**src/include/tensor_settings.svh**
```systemverilog
`ifndef TENSOR_SETTINGS_SVH
`define TENSOR_SETTINGS_SVH

// lanes per operand bus, one octet
`define TC_LANES 8

// warps tracked by the pair buffers and metadata queues
`define TC_NUM_WARPS 4
`define TC_WID_W 2

// element, destination register and tag widths
`define TC_DATA_W 32
`define TC_RD_W 5
`define TC_TAG_W 8

// metadata entries per warp and result tiles held before writeback
`define TC_META_DEPTH 4
`define TC_RESULT_DEPTH 2

// stages of the multiply-accumulate pipe, must be at least 2
`define TC_DPU_LATENCY 3

`endif

```
**src/hdl/tensor_pkg.sv**
```systemverilog
`include "tensor_settings.svh"

package tensor_pkg;

    // one operand register across the octet
    typedef logic [`TC_LANES-1:0][`TC_DATA_W-1:0] tc_lanes_t;

    typedef struct packed {
        logic [`TC_WID_W-1:0] wid;
        logic [1:0]           step;
        logic                 last_in_pair;
        logic [`TC_RD_W-1:0]  rd;
        logic [`TC_TAG_W-1:0] tag;
        tc_lanes_t            a;
        tc_lanes_t            b;
        tc_lanes_t            c;
    } tc_issue_t;

    // what the writeback needs back from each operation
    typedef struct packed {
        logic [`TC_RD_W-1:0]  rd;
        logic [`TC_TAG_W-1:0] tag;
    } tc_meta_t;

    // a column of A, a row of B and two rows of C
    typedef struct packed {
        logic [3:0][`TC_DATA_W-1:0] a;
        logic [3:0][`TC_DATA_W-1:0] b;
        tc_lanes_t                  c;
    } tc_half_t;

    // a is indexed [m][k], b is indexed [k][n], c is indexed [m][n]
    typedef struct packed {
        logic [`TC_WID_W-1:0]            wid;
        logic [3:0][1:0][`TC_DATA_W-1:0] a;
        logic [1:0][3:0][`TC_DATA_W-1:0] b;
        logic [3:0][3:0][`TC_DATA_W-1:0] c;
    } tc_tile_op_t;

    typedef struct packed {
        logic [`TC_WID_W-1:0]            wid;
        logic [3:0][3:0][`TC_DATA_W-1:0] d;
    } tc_tile_res_t;

    typedef struct packed {
        logic [`TC_WID_W-1:0] wid;
        logic [`TC_RD_W-1:0]  rd;
        logic [`TC_TAG_W-1:0] tag;
        logic                 last_beat;
        tc_lanes_t            data;
    } tc_commit_t;

endpackage

```
**src/hdl/tensor_operand_decode.sv**
```systemverilog
`timescale 1ns/100ps
`include "tensor_settings.svh"

module tensor_operand_decode (
    input  logic                       clk,
    input  logic                       reset,
    input  logic                       issue_valid,
    output logic                       issue_ready,
    input  tensor_pkg::tc_issue_t      issue_data,
    input  logic [`TC_NUM_WARPS-1:0]   meta_space,
    output logic                       meta_push,
    output logic [`TC_WID_W-1:0]       meta_wid,
    output tensor_pkg::tc_meta_t       meta_data,
    output logic                       op_valid,
    input  logic                       op_ready,
    output tensor_pkg::tc_tile_op_t    op
);
    import tensor_pkg::*;

    tc_half_t                  half_buf [`TC_NUM_WARPS];
    logic [`TC_NUM_WARPS-1:0] pending;
    tc_half_t                  live_half;
    tc_half_t                  prev_half;
    logic                      accept;

    // step bit 0 picks the A column, step bit 1 picks the B row
    function automatic tc_half_t select_half(input tc_issue_t data);
        tc_half_t h;
        for (int m = 0; m < 4; m++) begin
            h.a[m] = data.a[4 * (m / 2) + 2 * data.step[0] + (m % 2)];
            h.b[m] = data.b[4 * data.step[1] + m];
        end
        h.c = data.c;
        return h;
    endfunction

    assign live_half = select_half(issue_data);

    // a second operation without a buffered first sees zeroes
    assign prev_half = pending[issue_data.wid] ? half_buf[issue_data.wid] : '0;

    // first operations never wait on the pipe
    assign issue_ready = meta_space[issue_data.wid]
                         && (!issue_data.last_in_pair || op_ready);
    assign accept      = issue_valid && issue_ready;

    assign op_valid = issue_valid && issue_data.last_in_pair && meta_space[issue_data.wid];

    always_comb begin
        op.wid = issue_data.wid;
        for (int m = 0; m < 4; m++) begin
            op.a[m][0] = prev_half.a[m];
            op.a[m][1] = live_half.a[m];
        end
        op.b[0]   = prev_half.b;
        op.b[1]   = live_half.b;
        // rows 0-1 of C come from the first operation, rows 2-3 from the second
        op.c[1:0] = prev_half.c;
        op.c[3:2] = live_half.c;
    end

    always_ff @(posedge clk) begin
        if (accept && !issue_data.last_in_pair) begin
            half_buf[issue_data.wid] <= live_half;
        end
    end

    always_ff @(posedge clk) begin
        if (reset) begin
            pending <= '0;
        end else if (accept) begin
            pending[issue_data.wid] <= !issue_data.last_in_pair;
        end
    end

    assign meta_push     = accept;
    assign meta_wid      = issue_data.wid;
    assign meta_data.rd  = issue_data.rd;
    assign meta_data.tag = issue_data.tag;

    // a tile the pipe has not taken stays on offer unchanged
    a_op_held: assert property (@(posedge clk) disable iff (reset)
        op_valid && !op_ready |=> op_valid && $stable(op));

endmodule

```
**config.mk**
```make
export PLATFORM = sky130hd
export DESIGN_NAME = tensor_operand_decode
export DESIGN_NICKNAME = d
export VERILOG_FILES = /design/src/hdl/tensor_pkg.sv /design/src/hdl/tensor_operand_decode.sv
export VERILOG_INCLUDE_DIRS = /design/src /design/src/include
export SDC_FILE = /design/constraint.sdc
export NUM_CORES = 2
export LEC_CHECK = 0
export BUFFER_PORTS_ARGS = -buffer_cell sky130_fd_sc_hd__buf_2
export CAP_MARGIN = 20
export CELL_PAD_IN_SITES_DETAIL_PLACEMENT = 1
export CELL_PAD_IN_SITES_GLOBAL_PLACEMENT = 1
export CORE_AREA = 2 2 706 708
export CTS_BUF_LIST = sky130_fd_sc_hd__clkbuf_2 sky130_fd_sc_hd__clkbuf_4 sky130_fd_sc_hd__clkbuf_8
export CTS_CLUSTER_SIZE = 24
export DETAILED_ROUTE_END_ITERATION = 16
export DIE_AREA = 0 0 708 710
export PLACE_DENSITY = 0.45
export SLEW_MARGIN = 0
export SYNTH_ARGS = -nofsm -noshare
export SYNTH_HDL_FRONTEND = slang
export SYNTH_SLANG_ARGS = --single-unit
```
**constraint.sdc**
```tcl
create_clock -name clk -period 13.25 [get_ports clk]
set_input_delay 1.325 -clock clk [delete_from_list [all_inputs] [get_ports clk]]
set_output_delay 1.325 -clock clk [all_outputs]
set_load 0.02 [all_outputs]
```
==> results.txt <==
Initial Utilization: 16.6%
Startpoint Class: primary input
most common cell after layout, fill and taps aside: edfxtp_1
placed cell areas: 97400 um^2
drt pass-1 iters: 5
Post-Syn Instances: 3836
CP Max Fanout: 47
Hold WC Path Type: in2reg
Crit Path Class: in2out
met3 usage: 5.38%
post-synthesis sequential area ratio: 74.7%
PortBufs: 1811
Core ar.: 495000 um^2
Max-Cap Viols: 0
PwrDens: 140 nW/um^2
routed len/inst: 29.6 um
Vias/cell: 3.66
syn avg cell area: 21.5 um^2
final hold viol count: 0
CTS Hold Bufs: 0
Worst EP arrival: 5.84 ns
Placement Setup Slack: 5.77 ns
Final ANT Viol Nets: 0
Worst Setup End Kind: output pin
Cell variety after synth: 23
die area: 503000 um^2
RePlAce Congestion: 0.838
final clock skew: 0 ns
status: completed
GRT met1 Usage: 15.8%
CTS root buf: clkbuf_8
buffer depth of the longest clock path: 4
WP data required: 11.93 ns
post-CTS setup repair buffer count: 0
Clock Sinks: 2052
area delta synth->final: 27.0%
max-slew violations: 0
gr usage total: 14.1%
FP Rows: 259
global route hottest layer: met2
relative slew slack: 20.4%
final worst slack: 6.09 ns
Synth Register Bits: 2052
Setup TNS: 0 ns
# DRC: 0
die width: 708 um
first-pass GRT wire length: 475000 um
vias in the first global route: 49100
I/O Pins: 1838
Critical R2R Launch: pending[2]
CTS tree: done
Die Y: 710 um
start point of the critical path: issue_data[784]
# nets final: 6396
drt total wl: 369000 um
initial DRC count: 2872
worst hold margin: 0.468 ns
Leak: 35.9 nW
most frequent cells in the layout: edfxtp_1 (2048), buf_2 (1807), mux4_2 (513)
RSZ-0062 raised after global routing: false
post-cts sizing count: 0
grt total ovfl: 0
layout cells sized above 1: 54.7%
min Tclk post-route: 7.16 ns
total clock buffers created by CTS: 376
Final Cell Area: 105000 um^2
H-Tree Depth: 5
Syn. warnings: 0
max frequency: 0.140 GHz
Post-Syn Area: 82500 um^2
Max VDD drop: 0.0834 mV
worst slew pin tran: 1.19 ns
hold path startpoint: issue_data[45]
routed vias: 45600
count of final setup violators: 0
largest net degree at the start of global routing: 169
initial antenna violation count: 92
Synthesized Nets: 4630
fin crit share: 54.0%
Worst-Skew Late Latency: 1.07 ns
DP HPWL: 273000 um
GR Util met2: 24.9%
CTS clk-pin slew, worst paths: 0.06 ns
[logic make-up after synthesis]
family	share of synthesized area, %
flops	74.7
mux	17.5
simple gates	3.97
buf+inv	3.73
compound gates	0.0698
[per-stage QoR]
step	util, %	std cells	total power [mW]
finish	21.1	12400	14.7
detailed placement	19.7	11700	8.85
global placement	19.7	11700	8.83
floorplan	-	3836	8.19
CTS	21.1	12400	15.0
global route	21.1	12400	15.3
[cell usage after synthesis (all sizes together)]
cell type | n | area, um^2
a21boi | 1 | 7.51
a21oi | 5 | 25.0
and3 | 1 | 6.26
buf | 389 | 2740
clkbuf | 84 | 315
dfxtp | 4 | 80.1
edfxtp | 2048 | 61500
inv | 5 | 18.8
mux2 | 257 | 2890
mux2i | 2 | 20.0
mux4 | 513 | 11600
nand2 | 3 | 11.3
nand2b | 2 | 12.5
nand3 | 1 | 5.00
nand3b | 1 | 7.51
nor2b | 512 | 3200
o21ai | 2 | 10.0
o31ai | 2 | 15.0
or2 | 2 | 12.5
or3 | 2 | 12.5
[critical path, cell delays in order]
cell     delay [ns]
buf_8          0.43
buf_4          0.71
buf_4          0.64
buf_4          0.72
buf_4          0.70
mux4_2         0.58
nor2b_1        0.19
buf_2          0.24
[worst paths after layout]
path | slack [ns] | endpoint | cells after the start
worst max-delay path | 6.09 | op[608] | 8
worst min-delay path | 0.47 | half_buf[0][45] | 1
worst max register to register | 12.62 | pending[2] | 2
worst min register to register | 0.47 | pending[0] | 2
[area by class of cell]
cell class,instances,area [um^2]
Antenna cell,20,50.0
Clock buffer,524,6350
Clock inverter,140,958
Fill cell,53900,391000
Inverter,5,48.8
Multi-Input combinational cell,1306,17800
Sequential cell,2052,61600
Tap cell,6525,8160
Timing Repair Buffer,1861,9770
[report_power, final]
group | switching [mW] | internal (mW)
logic | 0.892 | 0.440
registers | 0.0275 | 7.31
clock network | 2.80 | 3.22
total | 3.72 | 11.0
[registers in the layout (all words and copies together), names as in the netlist]
name,cells
half_buf,2048
pending,4
[per-layer routing]
| metal | vias to the layer above | share of wire [%] |
|---|---|---|
| met5 | - | 0.11 |
| met4 | 62 | 2.7 |
| met3 | 581 | 8.9 |
| met2 | 1674 | 51 |
| met1 | 24400 | 37 |
| li1 | 18800 | - |
Note: power is estimated with default switching activity, not from simulation.
