### src/include/tensor_settings.svh
`ifndef TENSOR_SETTINGS_SVH
`define TENSOR_SETTINGS_SVH

// lanes per operand bus, one octet
`define TC_LANES 8

// warps tracked by the pair buffers and metadata queues
`define TC_NUM_WARPS 4
`define TC_WID_W 2

// element, destination register and tag widths
`define TC_DATA_W 32
`define TC_RD_W 5
`define TC_TAG_W 8

// metadata entries per warp and result tiles held before writeback
`define TC_META_DEPTH 4
`define TC_RESULT_DEPTH 2

// stages of the multiply-accumulate pipe, must be at least 2
`define TC_DPU_LATENCY 3

`endif

### src/hdl/tensor_pkg.sv
`include "tensor_settings.svh"

package tensor_pkg;

    // one operand register across the octet
    typedef logic [`TC_LANES-1:0][`TC_DATA_W-1:0] tc_lanes_t;

    typedef struct packed {
        logic [`TC_WID_W-1:0] wid;
        logic [1:0]           step;
        logic                 last_in_pair;
        logic [`TC_RD_W-1:0]  rd;
        logic [`TC_TAG_W-1:0] tag;
        tc_lanes_t            a;
        tc_lanes_t            b;
        tc_lanes_t            c;
    } tc_issue_t;

    // what the writeback needs back from each operation
    typedef struct packed {
        logic [`TC_RD_W-1:0]  rd;
        logic [`TC_TAG_W-1:0] tag;
    } tc_meta_t;

    // a column of A, a row of B and two rows of C
    typedef struct packed {
        logic [3:0][`TC_DATA_W-1:0] a;
        logic [3:0][`TC_DATA_W-1:0] b;
        tc_lanes_t                  c;
    } tc_half_t;

    // a is indexed [m][k], b is indexed [k][n], c is indexed [m][n]
    typedef struct packed {
        logic [`TC_WID_W-1:0]            wid;
        logic [3:0][1:0][`TC_DATA_W-1:0] a;
        logic [1:0][3:0][`TC_DATA_W-1:0] b;
        logic [3:0][3:0][`TC_DATA_W-1:0] c;
    } tc_tile_op_t;

    typedef struct packed {
        logic [`TC_WID_W-1:0]            wid;
        logic [3:0][3:0][`TC_DATA_W-1:0] d;
    } tc_tile_res_t;

    typedef struct packed {
        logic [`TC_WID_W-1:0] wid;
        logic [`TC_RD_W-1:0]  rd;
        logic [`TC_TAG_W-1:0] tag;
        logic                 last_beat;
        tc_lanes_t            data;
    } tc_commit_t;

endpackage

### src/hdl/tensor_fifo.sv
`timescale 1ns/100ps

module tensor_fifo #(
    parameter type payload_t = logic,
    parameter int depth = 2
) (
    input  logic     clk,
    input  logic     reset,
    input  logic     push,
    input  payload_t data_in,
    input  logic     pop,
    output payload_t data_out,
    output logic     empty,
    output logic     full
);
    localparam int ptr_w = (depth > 1) ? $clog2(depth) : 1;
    localparam int cnt_w = $clog2(depth + 1);

    payload_t         mem [depth];
    logic [ptr_w-1:0] wr_ptr;
    logic [ptr_w-1:0] rd_ptr;
    logic [cnt_w-1:0] count;

    // storage carries no reset, only the pointers do
    always_ff @(posedge clk) begin
        if (push) begin
            mem[wr_ptr] <= data_in;
        end
    end

    always_ff @(posedge clk) begin
        if (reset) begin
            wr_ptr <= '0;
            rd_ptr <= '0;
            count  <= '0;
        end else begin
            if (push) begin
                wr_ptr <= (wr_ptr == ptr_w'(depth - 1)) ? '0 : wr_ptr + 1'b1;
            end
            if (pop) begin
                rd_ptr <= (rd_ptr == ptr_w'(depth - 1)) ? '0 : rd_ptr + 1'b1;
            end
            count <= count + cnt_w'(push) - cnt_w'(pop);
        end
    end

    assign data_out = mem[rd_ptr];
    assign empty    = (count == '0);
    assign full     = (count == cnt_w'(depth));

    a_no_overflow: assert property (@(posedge clk) disable iff (reset) push |-> !full);
    a_no_underflow: assert property (@(posedge clk) disable iff (reset) pop |-> !empty);

endmodule

### src/hdl/tensor_commit.sv
`timescale 1ns/100ps
`include "tensor_settings.svh"

module tensor_commit (
    input  logic                     clk,
    input  logic                     reset,
    input  logic                     meta_push,
    input  logic [`TC_WID_W-1:0]     meta_wid,
    input  tensor_pkg::tc_meta_t     meta_data,
    output logic [`TC_NUM_WARPS-1:0] meta_space,
    input  logic                     res_valid,
    output logic                     res_ready,
    input  tensor_pkg::tc_tile_res_t res,
    output logic                     commit_valid,
    input  logic                     commit_ready,
    output tensor_pkg::tc_commit_t   commit_data
);
    import tensor_pkg::*;

    tc_meta_t                 meta_head [`TC_NUM_WARPS];
    logic [`TC_NUM_WARPS-1:0] meta_empty;
    logic [`TC_NUM_WARPS-1:0] meta_full;
    tc_tile_res_t             tile;
    logic                     tile_empty;
    logic                     tile_full;
    logic                     commit_fire;
    logic                     beat;

    assign commit_fire = commit_valid && commit_ready;

    // one queue per warp so that a pair's two entries stay adjacent
    // even when warps interleave their issue
    for (genvar w = 0; w < `TC_NUM_WARPS; w++) begin : g_meta
        tensor_fifo #(
            .payload_t (tc_meta_t),
            .depth     (`TC_META_DEPTH)
        ) i_meta_fifo (
            .clk      (clk),
            .reset    (reset),
            .push     (meta_push && (meta_wid == `TC_WID_W'(w))),
            .data_in  (meta_data),
            .pop      (commit_fire && (tile.wid == `TC_WID_W'(w))),
            .data_out (meta_head[w]),
            .empty    (meta_empty[w]),
            .full     (meta_full[w])
        );
    end

    assign meta_space = ~meta_full;

    tensor_fifo #(
        .payload_t (tc_tile_res_t),
        .depth     (`TC_RESULT_DEPTH)
    ) i_tile_fifo (
        .clk      (clk),
        .reset    (reset),
        .push     (res_valid && res_ready),
        .data_in  (res),
        .pop      (commit_fire && beat),
        .data_out (tile),
        .empty    (tile_empty),
        .full     (tile_full)
    );

    assign res_ready    = !tile_full;
    assign commit_valid = !tile_empty;

    // beat 0 writes rows 0-1, beat 1 writes rows 2-3
    always_ff @(posedge clk) begin
        if (reset) begin
            beat <= 1'b0;
        end else if (commit_fire) begin
            beat <= !beat;
        end
    end

    always_comb begin
        commit_data.wid       = tile.wid;
        commit_data.rd        = meta_head[tile.wid].rd;
        commit_data.tag       = meta_head[tile.wid].tag;
        commit_data.last_beat = beat;
        commit_data.data      = beat ? tile.d[3:2] : tile.d[1:0];
    end

    // metadata for a tile was pushed at issue, long before it reaches here
    a_meta_present: assert property (@(posedge clk) disable iff (reset)
        commit_fire |-> !meta_empty[tile.wid]);

endmodule

### config.mk
export PLATFORM = sky130hd
export DESIGN_NAME = tensor_commit
export DESIGN_NICKNAME = d
export VERILOG_FILES = /design/src/hdl/tensor_pkg.sv /design/src/hdl/tensor_fifo.sv /design/src/hdl/tensor_commit.sv
export VERILOG_INCLUDE_DIRS = /design/src /design/src/include
export SDC_FILE = /design/constraint.sdc
export NUM_CORES = 1
export LEC_CHECK = 0
export BUFFER_PORTS_ARGS = -buffer_cell sky130_fd_sc_hd__buf_4
export CAP_MARGIN = 20
export CORE_MARGIN = 3
export CORE_UTILIZATION = 25
export DETAILED_ROUTE_END_ITERATION = 10
export GPL_ROUTABILITY_DRIVEN = 0
export PLACE_DENSITY = 0.44
export SLEW_MARGIN = 20
export SYNTH_ARGS = -nofsm -noshare
export SYNTH_HDL_FRONTEND = slang
export SYNTH_HIERARCHICAL = 1
export SYNTH_SLANG_ARGS = --single-unit
### constraint.sdc
create_clock -name clk -period 62.4 [get_ports clk]
set_input_delay 12.48 -clock clk [delete_from_list [all_inputs] [get_ports clk]]
set_output_delay 12.48 -clock clk [all_outputs]
set_load 0.05 [all_outputs]
==> results of run 1 <==
sequential cells by signal, summed over array words and instances (netlist names), named ones only:
| register | cells |
|---|---|
| i_tile_fifo/mem | 1028 |
| g_meta.i_meta_fifo/mem | 208 |
| g_meta.i_meta_fifo/count | 12 |
| g_meta.i_meta_fifo/rd_ptr | 8 |
| g_meta.i_meta_fifo/wr_ptr | 8 |
| i_tile_fifo/count | 2 |
| beat | 1 |
| i_tile_fifo/rd_ptr | 1 |
| i_tile_fifo/wr_ptr | 1 |
placed cells by master (no fill, tap or decap), types with 3 or more instances in the layout:
cell and count:
nor2_1 20, clkbuf_16 152, buf_4 841, dfxtp_1 40, xor3_1 4, fa_1 4
nand2b_1 8, and2_1 17, clkinvlp_4 4, nor2b_1 12, or3b_2 8, clkinv_1 29
inv_6 3, mux4_1 19, clkbuf_1 43, xnor2_1 3, clkinv_8 4, inv_1 32
clkinv_2 21, a21oi_1 8, mux2_4 480, ha_1 30, inv_16 3, mux4_2 46
mux2_2 288, edfxtp_1 1236, bufinv_16 6, and3_1 5, mux2i_1 8, diode_2 20
layout make-up:
cell class / instances / area [µm²]
well taps: 2788 / 3488
clock inverters: 73 / 644.4
clock buffers: 196 / 3979
inverters: 32 / 120.1
fillers: 20285 / 141900
multi-input cells: 972 / 13210
diodes: 20 / 50.05
flip-flops and latches: 1278 / 37960
repair buffers: 844 / 6365
worst max-delay path by stage:
stage / startpoint / end / slack, ns
2_1_floorplan: res_valid / i_tile_fifo/mem[0][0] / 25.75
3_3_place_gp: flip-flop / commit_data[92] / 44.19
3_5_place_dp: flip-flop / commit_data[92] / 44.22
4_1_cts: flip-flop / commit_data[92] / 43.33
5_1_grt: flip-flop / commit_data[92] / 43.17
6_report: flip-flop / commit_data[115] / 43.62
tightest hold or removal path, stage by stage, from the launching register on:
cell and delay [ns]:
dfxtp_1 0.32, nand2b_1 0.07, a21oi_1 0.07
report_power, final:
part | internal [mW] | switching, mW | leakage, nW
combinational | 0.237 | 0.392 | 9.50
clock | 0.476 | 0.352 | 2.24
sequential | 1.05 | 0.0242 | 11.8
metal layers:
metal	vias up	routed length, µm	global-route usage (%)
met5	-	230	0
met4	42	3215	3.741
li1	11296	-	-
met3	226	10010	4.470
met2	707	68980	21.06
met1	12818	58950	15.68
==> impl_results.md, run 1 <==
- Layout cells sized above 1: 55.05%
- Die width: 463.7 µm
- Critical path depth: 8
- Worst Path Buf+Inv: 6
- Port Buf Inserts: slightly above 800
- Overall Power: between 2 and 3 mW
- Final Hold Vio Count: 0
- Initial Utilization: 25.22%
- Sum Neg Setup Slack: 0 ns
- Post-Syn Instances: between 2000 and 2500
- CP Capture Type: output port
- TritonCTS Sinks: 1278
- Critical Path AT: 6.30 ns
- Worst path max stage delay: 0.81 ns
- Die Area: 0.2150 mm²
- Initial antenna violation count: 40
- Largest net degree at the start of global routing: about 140
- Slowest-stage cell, CP: buf_4
- Post-Place Cells: just under 6000
- Ys Warns: 6
- Worst slack, placed: 44.22 ns
- Total overflow reported by the global router: 0
- Critical-path maximum fanout: 47
- Startpoint type of the worst setup path: flip-flop
- CP required: 49.92 ns
- Dpl hpwl: approximately 98 mm
- Final-report max-slew violation count: 0
- Vias in the first global route: 26196
- Crit path max-delay family: buffers and inverters
- Tcrit/Tclk final: 30.09%
- Avg WL per Cell: between 20 and 25 µm
- Crit path top cell by count: buf_4
- Max-Slew Margin vs Limit: about a quarter
- Area delta synth->final: 25.67%
- Crit path time final: around 19 ns
- Fin Hold WS: 0.5123 ns
- Final setup margin: 43.62 ns
- Final setup fails: 0
- CTS resizes: 0
- Post-Synthesis Cell Area: 0.05237 mm²
- Final wirelength: 141.4 mm
- Hold path cells: 2
- Fin util: 31.69%
- CP Cell Sequence: buf_4, buf_4, buf_4, buf_4, buf_4, mux2_4, mux2_2, buf_4
- Outcome: completed
- Post-route insts no fill: 6203
- Antenna-violating nets left: 0
- Post CTS Setup Buffer Count: 0
- Later-pin clock latency in the skew report: approximately 0.77 ns
- Beginning of the worst register-to-register path: i_tile_fifo/count[1]
- Register-to-register setup slack: 57.39 ns
- P per Cell Area: 38.44 mW/mm²
- Syn_nets: 2949
- Initial DRC count: 1293
- Die Ht: approximately 460 µm
- Worst-case clock buffer depth: 3
- Root buf cell: clkbuf_16
- Syn_area_per_cell: between 20 and 25 µm²
- Max cap viols: 0
- Row Count: 167
- First-pass DRT Iterations: 6
- CTS tree: done
- CP Class: flip-flop to output port
- Total core area: 0.2077 mm²
- First-pass GRT wire length: ~200 mm
- Post-layout nets: slightly below 4000
- Placed Instance Area: 0.06114 mm²
- CTS H-tree lvls: 4
- I/O Pins: 812
- Setup Skew: 0.02999 ns
- Worst min path class: flip-flop to flip-flop
- Worst slew pin tran: ~1.1 ns
- Cell area after layout: roughly 0.066 mm²
- CTS Hold Bufs: 0
- DR vias: roughly 25000
- RSZ-0062 raised after global routing: no
- Critical R2R Capture: i_tile_fifo/mem[1][400]
- Sink of the worst hold path: g_meta[0].i_meta_fifo/rd_ptr[0]
- Worst vdd ir: roughly 0.000025 V
- Hold_sp: g_meta[0].i_meta_fifo/rd_ptr[0]
- Clock transition at path regs: 0.06 ns
- Reg2Reg Depth: 7
- GRT Overall Usage: 12.75%
- Leak pwr: roughly 24 nW
- DRC: 0
- Vias per inst: 4.045
- Cts bufs inserted: 150
- Highest Clock Rate: 53.26 MHz
Power figures use the tool's default switching activity.
==> run 2: changes to the inputs <==
--- a/config.mk
+++ b/config.mk
@@ -12,7 +12,7 @@
 export CORE_UTILIZATION = 25
 export DETAILED_ROUTE_END_ITERATION = 10
 export GPL_ROUTABILITY_DRIVEN = 0
-export PLACE_DENSITY = 0.44
+export PLACE_DENSITY = 0.45
 export SLEW_MARGIN = 20
 export SYNTH_ARGS = -nofsm -noshare
 export SYNTH_HDL_FRONTEND = slang
==> constraint.sdc (replaced) <==
create_clock -name clk -period 17.2 [get_ports clk]
set_input_delay 3.44 -clock clk [delete_from_list [all_inputs] [get_ports clk]]
set_output_delay 3.44 -clock clk [all_outputs]
set_load 0.05 [all_outputs]
==> run 2 against run 1 <==
- core utilization barely moved
- global-route usage fell by 0.17 points
- via count rose by 0.28%
- combinational power rose to 3.6 times the previous value
- largest cell class unchanged
==> impl_results.md, run 2 (synthesis gave the netlist of run 1 again) <==
- P per Cell Area: around 140 mW/mm²
- Cts bufs inserted: 151
- CTS H-tree lvls: 4
- Worst vdd ir: 0.00008895 V
- Critical-path maximum fanout: approximately 110
- DRC: 0
- Initial DRC count: 1610
- Most common cell after layout, fill and taps aside: edfxtp_1
- Max reg flops: between 1000 and 1500
- Beginning of the worst register-to-register path: i_tile_fifo/count[1]
- First-pass GRT wire length: around 200 mm
- Port Buf Inserts: 811
- Die width: approximately 460 µm
- CP Capture Type: output port
- Reg2Reg Depth: 7
- DR vias: around 25000
- Max-Slew Margin vs Limit: 20.81%
- Root buf cell: clkbuf_16
- Worst-case clock buffer depth: 3
- Total core area: 0.2077 mm²
- Area delta synth->final: 25.78%
- Max cap viols: 0
- CTS tree: done
- Total overflow reported by the global router: 0
- Antenna-violating nets left: 0
- Hold path cells: 2
- Tcrit/Tclk final: 46.73%
- Worst slew pin tran: 1.188 ns
- Initial Utilization: between 20% and 30%
- Leading registers by flop count: i_tile_fifo/mem: 1028 flops, g_meta.i_meta_fifo/mem: 208 flops, g_meta.i_meta_fifo/count: 12 flops
- Critical R2R Capture: i_tile_fifo/mem[0][367]
- Register-to-register setup slack: 12.61 ns
- Final Hold Vio Count: 0
- Row Count: 167
- Dpl hpwl: 95.47 mm
- Vias per inst: 4.065
- Initial antenna violation count: 37
- Worst min path class: flip-flop to flip-flop
- TritonCTS Sinks: 1278
- Hold_sp: g_meta[3].i_meta_fifo/rd_ptr[0]
- Final setup margin: 9.162 ns
- Leak pwr: 23.59 nW
- Highest Clock Rate: 124.4 MHz
- Clock transition at path regs: 0.06 ns
- Most frequent cells in the layout: edfxtp_1, buf_4, mux2_4
- Final wirelength: 139.3 mm
- Post-layout nets: ~3800
- GRT Overall Usage: between 10% and 20%
- Avg WL per Cell: 22.50 µm
- Outcome: completed
- Worst slack, placed: 9.391 ns
- Later-pin clock latency in the skew report: 0.78 ns
- Setup Skew: ~0.038 ns
- RSZ-0062 raised after global routing: no
- Vias in the first global route: 26319
- First-pass DRT Iterations: 7
- CTS Hold Bufs: 0
- Die Area: between 0.2 and 0.25 mm²
- Layout cells sized above 1: 55.11%
- Number of fill cells: 20251
- Fin Hold WS: slightly above 0.5 ns
- Crit path time final: between 8 and 9 ns
- CTS resizes: 0
- I/O Pins: 812
- Most flop-heavy register: i_tile_fifo/mem
- Final setup fails: 0
- Startpoint type of the worst setup path: flip-flop
- Post CTS Setup Buffer Count: 0
- Final-report max-slew violation count: 0
- CP Class: flip-flop to output port
- Sum Neg Setup Slack: 0 ns
- Die Ht: around 460 µm
- CP required: 13.76 ns
- Largest net degree at the start of global routing: 139
- Critical Path AT: 4.60 ns
[run 2: changes by cell type in the layout (fill, tap and decap cells not counted), sizes merged]
cell and delta:
bufinv +3, clkbuf -4, buf -8, inv +2, clkinv -2, diode -4
[run 2: how the worst max path moves through the flow]
| stage | end | slack [ns] | cells after the start |
|---|---|---|---|
| 6_report | commit_data[113] | 9.16 | 6 |
| 3_3_place_gp | i_tile_fifo/mem[0][367] | 9.45 | 7 |
| 3_5_place_dp | i_tile_fifo/mem[0][367] | 9.39 | 7 |
| 4_1_cts | commit_data[120] | 8.94 | 6 |
| 5_1_grt | commit_data[120] | 8.90 | 6 |
| 2_1_floorplan | i_tile_fifo/mem[1][0] | 0.92 | 2 |
[run 2: report_power, final]
group	total [mW]	leakage (nW)	switching (mW)	internal [mW]
clock network	3.04	2.28	1.27	1.78
registers	3.89	11.8	0.0887	3.80
logic	2.28	9.47	1.42	0.865
total	9.22	23.6	2.77	6.45
[run 2: final cells by class]
class,count,area (µm²),share of cell area [%]
Sequential cell,1278,37960,57.63
Inverter,32,120.1,0.1823
Multi-Input combinational cell,972,13210,20.05
Timing Repair Buffer,836,6389,9.698
Clock buffer,192,3996,6.066
Tap cell,2788,3488,5.295
Antenna cell,16,40.04,0.06078
Clock inverter,76,673.1,1.022
[run 2: per-stage QoR]
| step | power (mW) | util [%] | instances | area (µm²) |
|---|---|---|---|---|
| floorplan | 5.668 | - | 2381 | 52380 |
| global placement | 6.281 | 29.45 | 5906 | 61170 |
| detailed placement | 6.288 | 29.45 | 5906 | 61170 |
| CTS | 9.404 | 31.70 | 6174 | 65840 |
| global route | 9.622 | 31.71 | 6186 | 65870 |
| finish | 9.220 | 31.72 | 6190 | 65880 |
[run 2: worst max-delay path, stage by stage (launching register included)]
cell and delay, ns:
dfxtp_4 0.56, buf_12 0.44, buf_4 0.79, buf_12 0.60
mux2_4 0.35, mux2_2 0.28, buf_4 0.21
[run 2: layer usage]
| layer | vias up | track usage, % | wire, µm |
|---|---|---|---|
| li1 | 11288 | - | - |
| met1 | 12904 | 15.72 | 59160 |
| met2 | 705 | 20.21 | 66280 |
| met3 | 227 | 4.429 | 10010 |
| met4 | 36 | 4.218 | 3644 |
| met5 | - | 0 | 191 |
==> run 3: changes to the inputs <==
--- a/config.mk
+++ b/config.mk
@@ -6,6 +6,7 @@
 export SDC_FILE = /design/constraint.sdc
 export NUM_CORES = 1
 export LEC_CHECK = 0
+export ABC_AREA = 1
 export BUFFER_PORTS_ARGS = -buffer_cell sky130_fd_sc_hd__buf_4
 export CAP_MARGIN = 20
 export CORE_MARGIN = 3
==> constraint.sdc (replaced) <==
create_clock -name clk -period 7.3 [get_ports clk]
set_input_delay 1.46 -clock clk [delete_from_list [all_inputs] [get_ports clk]]
set_output_delay 1.46 -clock clk [all_outputs]
set_load 0.05 [all_outputs]
==> run 3 against run 2 <==
- setup slack worse by 6.8 ns
- final cell count grew 17%
- non-clock buffer count is 15 higher
==> impl_results.md, run 3 <==
- Critical path depth: 6
- Post-Place Cells: 6972
- Root buf cell: clkbuf_16
- Largest net degree at the start of global routing: 138
- Row Count: 169
- Die Area: 0.2199 mm²
- Post-Synthesis Cell Area: 0.05358 mm²
- Overall Power: 20.15 mW
- CTS tree: done
- Syn_nets: a little over 4000
- I/O Pins: 812
- Vias in the first global route: 30355
- Setup Skew: 0.04373 ns
- Worst vdd ir: 0.0002334 V
- CP Capture Type: output port
- GRT Overall Usage: 13.82%
- Die width: about 470 µm
- CP Cell Sequence: buf_4, buf_4, mux2_4, nand2_1, nand2_1, buf_4
- Dpl hpwl: 105.7 mm
- Hold path cells: 2
- Final Hold Vio Count: 0
- Reg2Reg Depth: 12
- Outcome: completed
- Initial Utilization: 25.21%
- Leak pwr: ~26 nW
- Total core area: ~0.21 mm²
- Post-Syn Instances: 3459
- DR vias: 29421
- Max cap viols: 0
- Critical Path AT: roughly 3.5 ns
- Crit path top cell by count: buf_4
- Cell area after layout: roughly 0.067 mm²
- Critical R2R Capture: g_meta[3].i_meta_fifo/count[2]
- Worst slew pin tran: about 1.1 ns
- Tcrit/Tclk final: 67.89%
- Leading registers by flop count: i_tile_fifo/mem: 1028 flops, g_meta.i_meta_fifo/mem: 208 flops, g_meta.i_meta_fifo/count: 12 flops
- Syn_area_per_cell: 15.49 µm²
- Vias per inst: 4.046
- Layout cells sized above 1: 36.80%
- Register-to-register setup slack: 3.26 ns
- Worst Path Buf+Inv: 3
- Crit path max-delay family: buffers and inverters
- CTS Hold Bufs: 0
- Initial antenna violation count: 88
- Startpoint type of the worst setup path: flip-flop
- Ys Warns: 6
- Post CTS Setup Buffer Count: 0
- Worst Setup EP: commit_data[163]
- First-pass GRT wire length: 218.2 mm
- Final wirelength: 156.3 mm
- DRC: 0
- Placed Instance Area: a little over 0.06 mm²
- Highest Clock Rate: 201.8 MHz
- Most flop-heavy register: i_tile_fifo/mem
- P per Cell Area: 300.4 mW/mm²
- CTS H-tree lvls: 4
- Final-report max-slew violation count: 0
- Slowest-stage cell, CP: buf_4
- Worst min path class: flip-flop to flip-flop
- CTS resizes: 0
- RSZ-0062 raised after global routing: no
- CP required: 5.84 ns
- Port Buf Inserts: 811
- Max reg flops: ~1000
- Post-layout nets: approximately 4900
- Initial DRC count: 1747
- First-pass DRT Iterations: 5
- Die Ht: 468.9 µm
- Cts bufs inserted: 149
- Worst path max stage delay: 0.67 ns
- Area delta synth->final: 25.21%
- Avg WL per Cell: 21.50 µm
- Final setup fails: 0
- Post-route insts no fill: a little over 7000
- Crit path time final: 4.956 ns
- Most frequent cells in the layout: edfxtp_1, nand2_1, buf_4
- Antenna-violating nets left: 0
- TritonCTS Sinks: 1278
- Total overflow reported by the global router: 0
- Number of fill cells: 21018
- Later-pin clock latency in the skew report: ~0.80 ns
- Critical-path maximum fanout: 37
- Worst-case clock buffer depth: 3
- Most common cell after layout, fill and taps aside: edfxtp_1
- CP Class: flip-flop to output port
- Max-Slew Margin vs Limit: 27.42%
- Clock transition at path regs: 0.06 ns
==> run 3: layout make-up <==
| type | instances | area (µm²) | area share [%] |
|---|---|---|---|
| Sequential cell | 1278 | 37980 | 56.61 |
| Multi-Input combinational cell | 1827 | 13380 | 19.95 |
| Timing Repair Buffer | 851 | 6501 | 9.692 |
| Clock buffer | 191 | 3928 | 5.855 |
| Tap cell | 2821 | 3530 | 5.262 |
| Clock inverter | 77 | 927.1 | 1.382 |
| Inverter | 195 | 760.7 | 1.134 |
| Antenna cell | 31 | 77.57 | 0.1156 |
==> run 3: per-stage QoR <==
step           worst slack, ns  util [%]  hold slack [ns]  TNS [ns]
6_report                 2.344     31.57           0.4933         0
3_3_place_gp             3.016     29.24           0.4878         0
4_1_cts                  2.051     31.53           0.4911         0
2_1_floorplan           -2.442         -           0.4696  -2477.05
5_1_grt                  2.017     31.55           0.5259         0
3_5_place_dp             2.991     29.24           0.5019         0
==> run 3: worst min-delay path: stages, from the launching register on <==
cell and delay [ns]:
dfxtp_1 0.33, nand2_1 0.07, a21oi_1 0.08
==> run 3: worst min path at each step <==
| stage | startpoint | to |
|---|---|---|
| 4_1_cts | g_meta[2].i_meta_fifo/rd_ptr[0] | flip-flop |
| 2_1_floorplan | g_meta[0].i_meta_fifo/rd_ptr[0] | flip-flop |
| 6_report | g_meta[2].i_meta_fifo/rd_ptr[0] | flip-flop |
| 3_5_place_dp | g_meta[1].i_meta_fifo/rd_ptr[0] | flip-flop |
| 3_3_place_gp | g_meta[1].i_meta_fifo/rd_ptr[0] | flip-flop |
| 5_1_grt | g_meta[2].i_meta_fifo/rd_ptr[0] | flip-flop |
==> run 3: routing by layer <==
metal	global-route usage (%)	share of wire, %
met1	15.58	39
met5	0	0.31
met4	4.721	2.7
met3	6.744	9.7
met2	22.77	48
==> run 3: power breakdown <==
group	total (mW)	internal (mW)	switching [mW]	leakage (nW)
registers	8.80	8.66	0.143	11.8
clock network	7.38	4.22	3.16	2.31
logic	3.97	1.29	2.68	11.9
total	20.1	14.2	5.98	26.0
